[src/rtl/controller_defines.svh]
`ifndef ControllerDefinesSvh
`define ControllerDefinesSvh

// Word and field widths
`define InsWidth        16
`define OpWidth         4
`define RegSelWidth     4
`define ImmByteWidth    8
`define PsrWidth        5
`define PcStepWidth     8
`define AluSelWidth     2
`define FlowKindWidth   3
`define CondWidth       3

// Status register flag positions
`define PsrFlagLow      0
`define PsrFlagZero     1
`define PsrFlagHigh     3

// ALU move as seen by the datapath
`define OpCodeMove      4'b0000
`define ExtMove         4'b1101

// Extension codes inside the memory, jump and register-flow groups
`define ExtLoad         4'h0
`define ExtStore        4'h1
`define ExtRegJump      4'h0
`define ExtStorePc      4'h1
`define ExtCondLast     4'h4
`define ExtJumpAlways   4'h5

// PC step sizes
`define StepNone        8'd0
`define StepOne         8'd1
`define StepTwo         8'd2

`endif

[src/rtl/ControllerPkg.sv]
`include "controller_defines.svh"

package ControllerPkg;

    ////////////////////////////////////////////////////////////
    // Instruction word views
    ////////////////////////////////////////////////////////////

    // Register form used by ALU, CMP, loads, stores and flow ops
    typedef struct packed
    {
        logic [`OpWidth-1:0]        opCode;
        logic [`OpWidth-1:0]        opExt;
        logic [`RegSelWidth-1:0]    srcA;
        logic [`RegSelWidth-1:0]    srcB;
    } regFormat;

    // Immediate form, byte sits between opcode and destination
    typedef struct packed
    {
        logic [`OpWidth-1:0]        opCode;
        logic [`ImmByteWidth-1:0]   immByte;
        logic [`RegSelWidth-1:0]    dest;
    } immFormat;

    // Same 16 bits, read either way depending on the opcode
    typedef union packed
    {
        regFormat regForm;
        immFormat immForm;
    } insWord;

    ////////////////////////////////////////////////////////////
    // Decode enums
    ////////////////////////////////////////////////////////////

    // Major opcode groups, top nibble of the word
    typedef enum logic [`OpWidth-1:0]
    {
        OpAlu     = 4'b0000,
        OpBranch  = 4'b0001,
        OpCmp     = 4'b0011,
        OpMem     = 4'b0100,
        OpAddI    = 4'b0101,
        OpAddUI   = 4'b0110,
        OpMovIU   = 4'b0111,
        OpMovI    = 4'b1000,
        OpSubI    = 4'b1001,
        OpJump    = 4'b1010,
        OpCmpI    = 4'b1011,
        OpRegFlow = 4'b1100,
        OpSystem  = 4'b1101
    } opClass;

    // Second ALU operand source
    typedef enum logic [`AluSelWidth-1:0]
    {
        Immediate      = 2'b00,
        RegA           = 2'b01,
        Memory         = 2'b10,
        ProgramCounter = 2'b11
    } aluSource;

    // How the PC moves this cycle
    typedef enum logic [`FlowKindWidth-1:0]
    {
        Hold,
        Step,
        Skip,
        Branch,
        RegJump
    } flowKind;

    // Encoded as the extension nibble of branch and jump words
    typedef enum logic [`CondWidth-1:0]
    {
        Ge     = 3'd0,
        Hs     = 3'd1,
        Eq     = 3'd2,
        Lt     = 3'd3,
        Ls     = 3'd4,
        Always = 3'd5
    } condCode;

endpackage

[src/rtl/InstructionDecoder.sv]
`timescale 1ns/100ps
`include "controller_defines.svh"

module InstructionDecoder
(
    input  logic                        Clock,
    input  logic                        Reset,
    input  ControllerPkg::insWord       Ins,
    output logic [`OpWidth-1:0]         OpCode,
    output logic [`OpWidth-1:0]         OpExt,
    output logic                        RegWrite,
    output logic [`RegSelWidth-1:0]     RegIn,
    output logic [`RegSelWidth-1:0]     RegA,
    output logic [`RegSelWidth-1:0]     RegB,
    output logic [`InsWidth-1:0]        Immediate,
    output ControllerPkg::aluSource     SelAlu,
    output logic                        SelMem,
    output logic                        MemRw,
    output logic                        IrWrite,
    output logic                        PcReset,
    output logic                        IrReset,
    output logic                        PsrReset,
    output logic                        PsrEnable,
    output ControllerPkg::flowKind      Kind,
    output ControllerPkg::condCode      Cond,
    output logic [`PcStepWidth-1:0]     Offset
);

    // Low in fetch, high in execute
    logic executePhase;

    ControllerPkg::opClass      opGroup;
    logic [`ImmByteWidth-1:0]   immByte;
    logic [`InsWidth-1:0]       immSigned;
    logic [`InsWidth-1:0]       immUnsigned;
    logic [`InsWidth-1:0]       immHigh;

    ////////////////////////////////////////////////////////////
    // Phase register
    ////////////////////////////////////////////////////////////

    // Two cycles per instruction and never a stall
    always_ff @(posedge Clock or negedge Reset)
    begin
        if (!Reset)
        begin
            executePhase <= 1'b0;
        end
        else
        begin
            executePhase <= !executePhase;
        end
    end

    // Field extraction
    assign opGroup = ControllerPkg::opClass'(Ins.regForm.opCode);
    assign immByte = Ins.immForm.immByte;

    // Three ways to widen the byte
    assign immSigned   = {{(`InsWidth-`ImmByteWidth){immByte[`ImmByteWidth-1]}}, immByte};
    assign immUnsigned = {{(`InsWidth-`ImmByteWidth){1'b0}}, immByte};
    assign immHigh     = {immByte, {(`InsWidth-`ImmByteWidth){1'b0}}};

    ////////////////////////////////////////////////////////////
    // Control decode
    ////////////////////////////////////////////////////////////

    always_comb
    begin
        // Idle values as shown in reset
        OpCode    = '0;
        OpExt     = '0;
        RegWrite  = 1'b0;
        RegIn     = '0;
        RegA      = '0;
        RegB      = '0;
        Immediate = '0;
        SelAlu    = ControllerPkg::Immediate;
        SelMem    = 1'b0;
        MemRw     = 1'b0;
        IrWrite   = 1'b0;
        PcReset   = 1'b0;
        IrReset   = 1'b0;
        PsrReset  = 1'b0;
        PsrEnable = 1'b0;
        Kind      = ControllerPkg::Hold;
        Cond      = ControllerPkg::Ge;
        Offset    = '0;

        if (Reset)
        begin
            // Active-low strobes released once out of reset
            PcReset  = 1'b1;
            IrReset  = 1'b1;
            PsrReset = 1'b1;

            if (!executePhase)
            begin
                // Fetch addresses memory by PC and loads the IR
                SelMem  = 1'b1;
                IrWrite = 1'b1;
            end
            else
            begin
                PsrEnable = 1'b1;
                // Anything not matched below is a plain step
                Kind = ControllerPkg::Step;

                case (opGroup)
                    ControllerPkg::OpAlu,
                    ControllerPkg::OpCmp:
                    begin
                        OpCode = Ins.regForm.opCode;
                        OpExt  = Ins.regForm.opExt;
                        RegA   = Ins.regForm.srcA;
                        RegB   = Ins.regForm.srcB;
                        SelAlu = ControllerPkg::RegA;
                        // CMP only touches the flags
                        if (opGroup == ControllerPkg::OpAlu)
                        begin
                            RegIn    = Ins.regForm.srcB;
                            RegWrite = 1'b1;
                        end
                    end

                    ControllerPkg::OpAddI,
                    ControllerPkg::OpAddUI,
                    ControllerPkg::OpMovIU,
                    ControllerPkg::OpMovI,
                    ControllerPkg::OpSubI,
                    ControllerPkg::OpCmpI:
                    begin
                        OpCode = Ins.immForm.opCode;
                        OpExt  = Ins.regForm.opExt;
                        RegB   = Ins.immForm.dest;
                        SelAlu = ControllerPkg::Immediate;
                        if (opGroup != ControllerPkg::OpCmpI)
                        begin
                            RegIn    = Ins.immForm.dest;
                            RegWrite = 1'b1;
                        end
                        // Widen per opcode
                        case (opGroup)
                            ControllerPkg::OpAddUI,
                            ControllerPkg::OpMovI:  Immediate = immUnsigned;
                            ControllerPkg::OpMovIU: Immediate = immHigh;
                            default:                Immediate = immSigned;
                        endcase
                    end

                    ControllerPkg::OpMem:
                    begin
                        if (Ins.regForm.opExt == `ExtLoad)
                        begin
                            // Memory data moved through the ALU into a register
                            OpCode   = `OpCodeMove;
                            OpExt    = `ExtMove;
                            RegB     = Ins.regForm.srcA;
                            RegIn    = Ins.regForm.srcB;
                            RegWrite = 1'b1;
                            SelAlu   = ControllerPkg::Memory;
                        end
                        else if (Ins.regForm.opExt == `ExtStore)
                        begin
                            // Address from RegB, data from RegA
                            OpCode  = `OpCodeMove;
                            OpExt   = `ExtMove;
                            RegA    = Ins.regForm.srcB;
                            RegB    = Ins.regForm.srcA;
                            SelAlu  = ControllerPkg::RegA;
                            MemRw   = 1'b1;
                            IrWrite = 1'b1;
                        end
                    end

                    ControllerPkg::OpBranch:
                    begin
                        // Conditional skip over the next word
                        if (Ins.regForm.opExt <= `ExtCondLast)
                        begin
                            Kind = ControllerPkg::Skip;
                            Cond = ControllerPkg::condCode'(Ins.regForm.opExt[`CondWidth-1:0]);
                        end
                    end

                    ControllerPkg::OpJump:
                    begin
                        if (Ins.regForm.opExt <= `ExtCondLast)
                        begin
                            Kind   = ControllerPkg::Branch;
                            Cond   = ControllerPkg::condCode'(Ins.regForm.opExt[`CondWidth-1:0]);
                            Offset = {Ins.regForm.srcA, Ins.regForm.srcB};
                        end
                        else if (Ins.regForm.opExt == `ExtJumpAlways)
                        begin
                            Kind   = ControllerPkg::Branch;
                            Cond   = ControllerPkg::Always;
                            Offset = {Ins.regForm.srcA, Ins.regForm.srcB};
                        end
                    end

                    ControllerPkg::OpRegFlow:
                    begin
                        if (Ins.regForm.opExt == `ExtRegJump)
                        begin
                            // Target register passed through the ALU to the PC
                            OpCode = `OpCodeMove;
                            OpExt  = `ExtMove;
                            RegA   = Ins.regForm.srcA;
                            SelAlu = ControllerPkg::RegA;
                            Kind   = ControllerPkg::RegJump;
                        end
                        else if (Ins.regForm.opExt == `ExtStorePc)
                        begin
                            OpCode   = `OpCodeMove;
                            OpExt    = `ExtMove;
                            RegIn    = Ins.regForm.srcB;
                            RegWrite = 1'b1;
                            SelAlu   = ControllerPkg::ProgramCounter;
                        end
                    end

                    default:
                    begin
                        Kind = ControllerPkg::Step;
                    end
                endcase
            end
        end
    end

    ////////////////////////////////////////////////////////////
    // Checks
    ////////////////////////////////////////////////////////////

    // Register file and memory are never written in the same cycle
    writeExclusive: assert property (@(posedge Clock) disable iff (!Reset)
        !(MemRw && RegWrite))
        else $error("MemRw and RegWrite both high");

    // Every fetch loads the IR
    fetchLoadsIr: assert property (@(posedge Clock) disable iff (!Reset)
        !executePhase |-> IrWrite)
        else $error("Fetch cycle without IrWrite");

endmodule

[src/rtl/FlowControl.sv]
`timescale 1ns/100ps
`include "controller_defines.svh"

module FlowControl
(
    input  ControllerPkg::flowKind      Kind,
    input  ControllerPkg::condCode      Cond,
    input  logic [`PcStepWidth-1:0]     Offset,
    input  logic [`PsrWidth-1:0]        Psr,
    output logic [`PcStepWidth-1:0]     PcImmediate,
    output logic                        PcWrite,
    output logic                        PcIncrement
);

    logic flagLow;
    logic flagZero;
    logic flagHigh;
    logic condTrue;

    // Status flags used by the conditions
    assign flagLow  = Psr[`PsrFlagLow];
    assign flagZero = Psr[`PsrFlagZero];
    assign flagHigh = Psr[`PsrFlagHigh];

    ////////////////////////////////////////////////////////////
    // Condition evaluation
    ////////////////////////////////////////////////////////////

    always_comb
    begin
        case (Cond)
            ControllerPkg::Ge:     condTrue = flagZero || flagLow;
            ControllerPkg::Hs:     condTrue = flagHigh || flagZero;
            ControllerPkg::Eq:     condTrue = flagZero;
            ControllerPkg::Lt:     condTrue = !flagZero && !flagLow;
            ControllerPkg::Ls:     condTrue = !flagHigh;
            ControllerPkg::Always: condTrue = 1'b1;
            default:               condTrue = 1'b0;
        endcase
    end

    ////////////////////////////////////////////////////////////
    // PC step select
    ////////////////////////////////////////////////////////////

    always_comb
    begin
        PcImmediate = `StepNone;
        PcWrite     = 1'b0;
        PcIncrement = 1'b0;

        case (Kind)
            ControllerPkg::Step:
            begin
                PcIncrement = 1'b1;
                PcImmediate = `StepOne;
            end
            ControllerPkg::Skip:
            begin
                // Condition false skips the next word
                PcIncrement = 1'b1;
                PcImmediate = condTrue ? `StepOne : `StepTwo;
            end
            ControllerPkg::Branch:
            begin
                PcIncrement = 1'b1;
                PcImmediate = condTrue ? Offset : `StepOne;
            end
            ControllerPkg::RegJump:
            begin
                // PC loaded from the ALU result
                PcWrite = 1'b1;
            end
            default:
            begin
                // Hold leaves the PC untouched
                PcWrite = 1'b0;
            end
        endcase
    end

endmodule

[src/rtl/ControllerTop.sv]
`timescale 1ns/100ps
`include "controller_defines.svh"

module ControllerTop
(
    input  logic                        Clock,
    input  logic                        Reset,
    input  logic [`InsWidth-1:0]        Ins,
    input  logic [`PsrWidth-1:0]        Psr,
    output logic [`OpWidth-1:0]         OpCode,
    output logic [`OpWidth-1:0]         OpExt,
    output logic                        RegWrite,
    output logic [`RegSelWidth-1:0]     RegIn,
    output logic [`RegSelWidth-1:0]     RegA,
    output logic [`RegSelWidth-1:0]     RegB,
    output logic [`InsWidth-1:0]        Immediate,
    output logic [`PcStepWidth-1:0]     PcImmediate,
    output logic [`AluSelWidth-1:0]     SelAlu,
    output logic                        SelMem,
    output logic                        MemRw,
    output logic                        PcWrite,
    output logic                        PcIncrement,
    output logic                        PcReset,
    output logic                        IrReset,
    output logic                        IrWrite,
    output logic                        PsrReset,
    output logic                        PsrEnable
);

    // Flow request from decode to the PC stepper
    ControllerPkg::flowKind     decodeKind;
    ControllerPkg::condCode     decodeCond;
    logic [`PcStepWidth-1:0]    decodeOffset;

    ////////////////////////////////////////////////////////////
    // Phase and datapath decode
    ////////////////////////////////////////////////////////////

    InstructionDecoder decoder
    (
        .Clock      (Clock),
        .Reset      (Reset),
        .Ins        (Ins),
        .OpCode     (OpCode),
        .OpExt      (OpExt),
        .RegWrite   (RegWrite),
        .RegIn      (RegIn),
        .RegA       (RegA),
        .RegB       (RegB),
        .Immediate  (Immediate),
        .SelAlu     (SelAlu),
        .SelMem     (SelMem),
        .MemRw      (MemRw),
        .IrWrite    (IrWrite),
        .PcReset    (PcReset),
        .IrReset    (IrReset),
        .PsrReset   (PsrReset),
        .PsrEnable  (PsrEnable),
        .Kind       (decodeKind),
        .Cond       (decodeCond),
        .Offset     (decodeOffset)
    );

    // Status only matters for branch decisions
    FlowControl flow
    (
        .Kind           (decodeKind),
        .Cond           (decodeCond),
        .Offset         (decodeOffset),
        .Psr            (Psr),
        .PcImmediate    (PcImmediate),
        .PcWrite        (PcWrite),
        .PcIncrement    (PcIncrement)
    );

endmodule

[config.mk]
export PLATFORM = sky130hd
export DESIGN_NAME = ControllerTop
export DESIGN_NICKNAME = d
export VERILOG_FILES = /design/src/rtl/ControllerPkg.sv /design/src/rtl/InstructionDecoder.sv /design/src/rtl/FlowControl.sv /design/src/rtl/ControllerTop.sv
export VERILOG_INCLUDE_DIRS = /design/src /design/src/rtl
export SDC_FILE = /design/constraint.sdc
export NUM_CORES = 1
export LEC_CHECK = 0
export ABC_AREA = 0
export BUFFER_PORTS_ARGS = -buffer_cell sky130_fd_sc_hd__clkbuf_2
export CAP_MARGIN = 20
export CORE_UTILIZATION = 35
export DETAILED_ROUTE_END_ITERATION = 16
export GPL_ROUTABILITY_DRIVEN = 0
export GPL_TIMING_DRIVEN = 0
export PLACE_DENSITY = 0.71
export SLEW_MARGIN = 10
export SYNTH_ARGS = -nofsm -noshare
export SYNTH_HDL_FRONTEND = slang
export SYNTH_SLANG_ARGS = --single-unit
[constraint.sdc]
create_clock -name Clock -period 2.95 [get_ports Clock]
set_clock_uncertainty 0.1 [all_clocks]
set_input_delay 0.4425 -clock Clock [delete_from_list [all_inputs] [get_ports Clock]]
set_output_delay 0.4425 -clock Clock [all_outputs]
set_load 0.005 [all_outputs]
==> impl_metrics.ini <==
[global_route]
grt_pass1_vias = 1104
grt_pass1_wl_mm = 4.93
antenna_found_initial = 0
grt_max_degree = 11
grt_usage = 0.216
grt-ovfl-total = 0

[finish]
final_common_cell = clkbuf_2
largest_register = decoder.executePhase
n_antenna_cell = 0
largest_reg_flops = 1
drive_gt1_frac = 0.400
instances_no_fill = 265
seqCellArea_um2 = 25.0
nets = 260
layout_common_cells = clkbuf_2 (68), nor2_1 (19), and2_1 (15), nand2_1 (11), a21oi_1 (9)
top_regs = decoder.executePhase: 1 flops
areaGrowthSynthToFinish_pct = 51.8
design_area_um2 = 1460
n_fill_cell = 269
multi_input_area_um2 = 890

[critical_path]
timing.rr.start = decoder.executePhase
cpMaxStageDelayCell = or4_4
arrival_ns = 2.60
reg2reg_depth = 1
startpoint = Ins[15]
start_kind = input pin
cp_cell_sequence = buf_8 -> or3b_4 -> a2111oi_4 -> mux2i_1 -> or4_4 -> buf_4 -> a211o_1 -> a21oi_1 -> buf_2
r2r_slack_ns = 2.31
end_kind = output pin
worstPathRequired_ns = 2.41
rr_endpoint = decoder.executePhase
critPathKind = input pin to output pin
crit_fanout = 2
slowest_delay_ns = 0.52

[sta]
min_period_ns = 3.14
hold_violations = 0
fin_tns_setup_ns = -1.41
timing.fmax_ghz = 0.318
worst_pin_slew_ns = 0.632
finalSetupViolations = 8
hold_slack_ns = 0.160
finalCritPeriodShare = 1.07
finalWorstSetupSlack_ns = -0.193
rsz0062_at_grt = true
slew_violations = 0
slew_headroom = 0.574

[place]
hpwl_mm = 2.70
dpl.cell_count = 261
postPlaceCellArea_um2 = 1370
io_buffers = 75

[pwr]
fin_total_pwr_w = 0.000178
vdd_drop_max_mv = 0.0985
power.leakage_nw = 0.731
powerDensity_nw_per_um2 = 122

[hold_path]
hold_class = input pin to asynchronous set/reset pin

[yosys]
synth_warnings = 0
yosys.area_share.adder = 0
synth-edff-count = 0
synth_seq_area_share = 0.0260
syn_avg_cell_area_um2 = 6.16
syn_nets = 179
synth_cell_types = 42
synth-seq-cells = 1
synth_mux_area_frac = 0.0104
ys.flop_type = dfrtp_1
yosys.area_share.simple = 0.493
synthArstFlopShare = 1.00
synth_compound_area_frac = 0.370
synth_top_family_by_area = simple AND/OR/NAND/NOR gates
synth_xor_area_frac = 0.0182
syn_area_um2 = 961
synthCells = 156

[route]
vias_per_cell = 5.38
vias = 1426
drc = 0
post_drt_wl_per_cell_um = 12.8
drt_iter0_markers = 37
wl_mm = 3.40
drtPass1Iterations = 4
ant_nets = 0

[outcome]
outcome = finished with violations
failed_checks = setup timing

[die]
rows = 18
boundaryPins = 79
die_h_um = 54.4
initial_core_util = 0.378
die-width_um = 54.4
core_um2 = 2540
dieArea_um2 = 2960

[clocking]
clk_latency_ns = 0
ctsHoldBuffers = 0
clkTransAtPathRegs_ns = 0

[flow_run]
cap_violations = 0
## synth_stat cells, drive strengths merged, types with 2 or more instances
library cell  count  area [um^2]
and2             15         93.8
a21oi            10         50.1
nor2             21         78.8
o2111ai           2         17.5
nand2            11         41.3
a211oi            3         35.0
nand2b            8         50.1
nand3b            3         22.5
o21a              8         60.1
inv               7         26.3
nor2b             5         31.3
a22oi             8         60.1
nor3              3         15.0
and3              5         31.3
nand4             2         12.5
or2               2         12.5
clkbuf            7         26.3
nand3             4         20.0
o21ai             8         40.0
buf               3         22.5
## area by class of cell
cell class	instances	share of cell area
multi-input cells	137	0.610
plain buffers	10	0.0334
repair buffers	79	0.293
flip-flops and latches	1	0.0172
inverters	8	0.0206
well taps	30	0.0257
## per-stage QoR
stage,setup WS [ns],utilization
after floorplan,0.0843,-
after global placement,-0.329,0.540
after detailed placement,-0.341,0.540
after CTS,-0.207,0.563
after global routing,-0.283,0.573
final,-0.193,0.573
## worst max path at each step
stage,to,slack [ns],depth (start not counted)
6_report,PcImmediate[1],-0.19,9
5_1_grt,PcImmediate[2],-0.28,8
4_1_cts,PcImmediate[3],-0.21,8
3_5_place_dp,PcImmediate[3],-0.34,8
3_3_place_gp,PcImmediate[6],-0.33,8
2_1_floorplan,PcImmediate[2],0.08,6
## worst max-delay path: cells and delay by family
kind,cells,cell delay (ns)
compound gates,3,0.69
simple gates,2,0.93
mux,1,0.15
buf+inv,3,0.38
## where the power goes
part           leakage (nW)   total, W  internal [W]  switching (W)
Sequential          0.00927  0.0000140     0.0000140              0
Clock                     0          0             0              0
Combinational         0.722   0.000164     0.0000721      0.0000914
## cells by family after synthesis
group | count (synthesis)
AOI/OAI and AO/OA | 48
xor gates and xnor gates | 2
buffers and inverters | 18
DFF | 1
muxes | 1
and+or+nand+nor | 86
## per-layer routing
layer	routed length [um]	GRT usage
met2	1630	0.362
met5	0	0
met3	195	0.00833
met4	4	0.0128
met1	1570	0.315
## repair_timing
item,4_1_cts,5_1_grt
endpoints found under the setup margin,22,23
pin swaps,9,4
setup buffers,4,0
gates resized for setup,6,14
hold endpoints to repair,0,0
(Power assumes the default switching activity.)
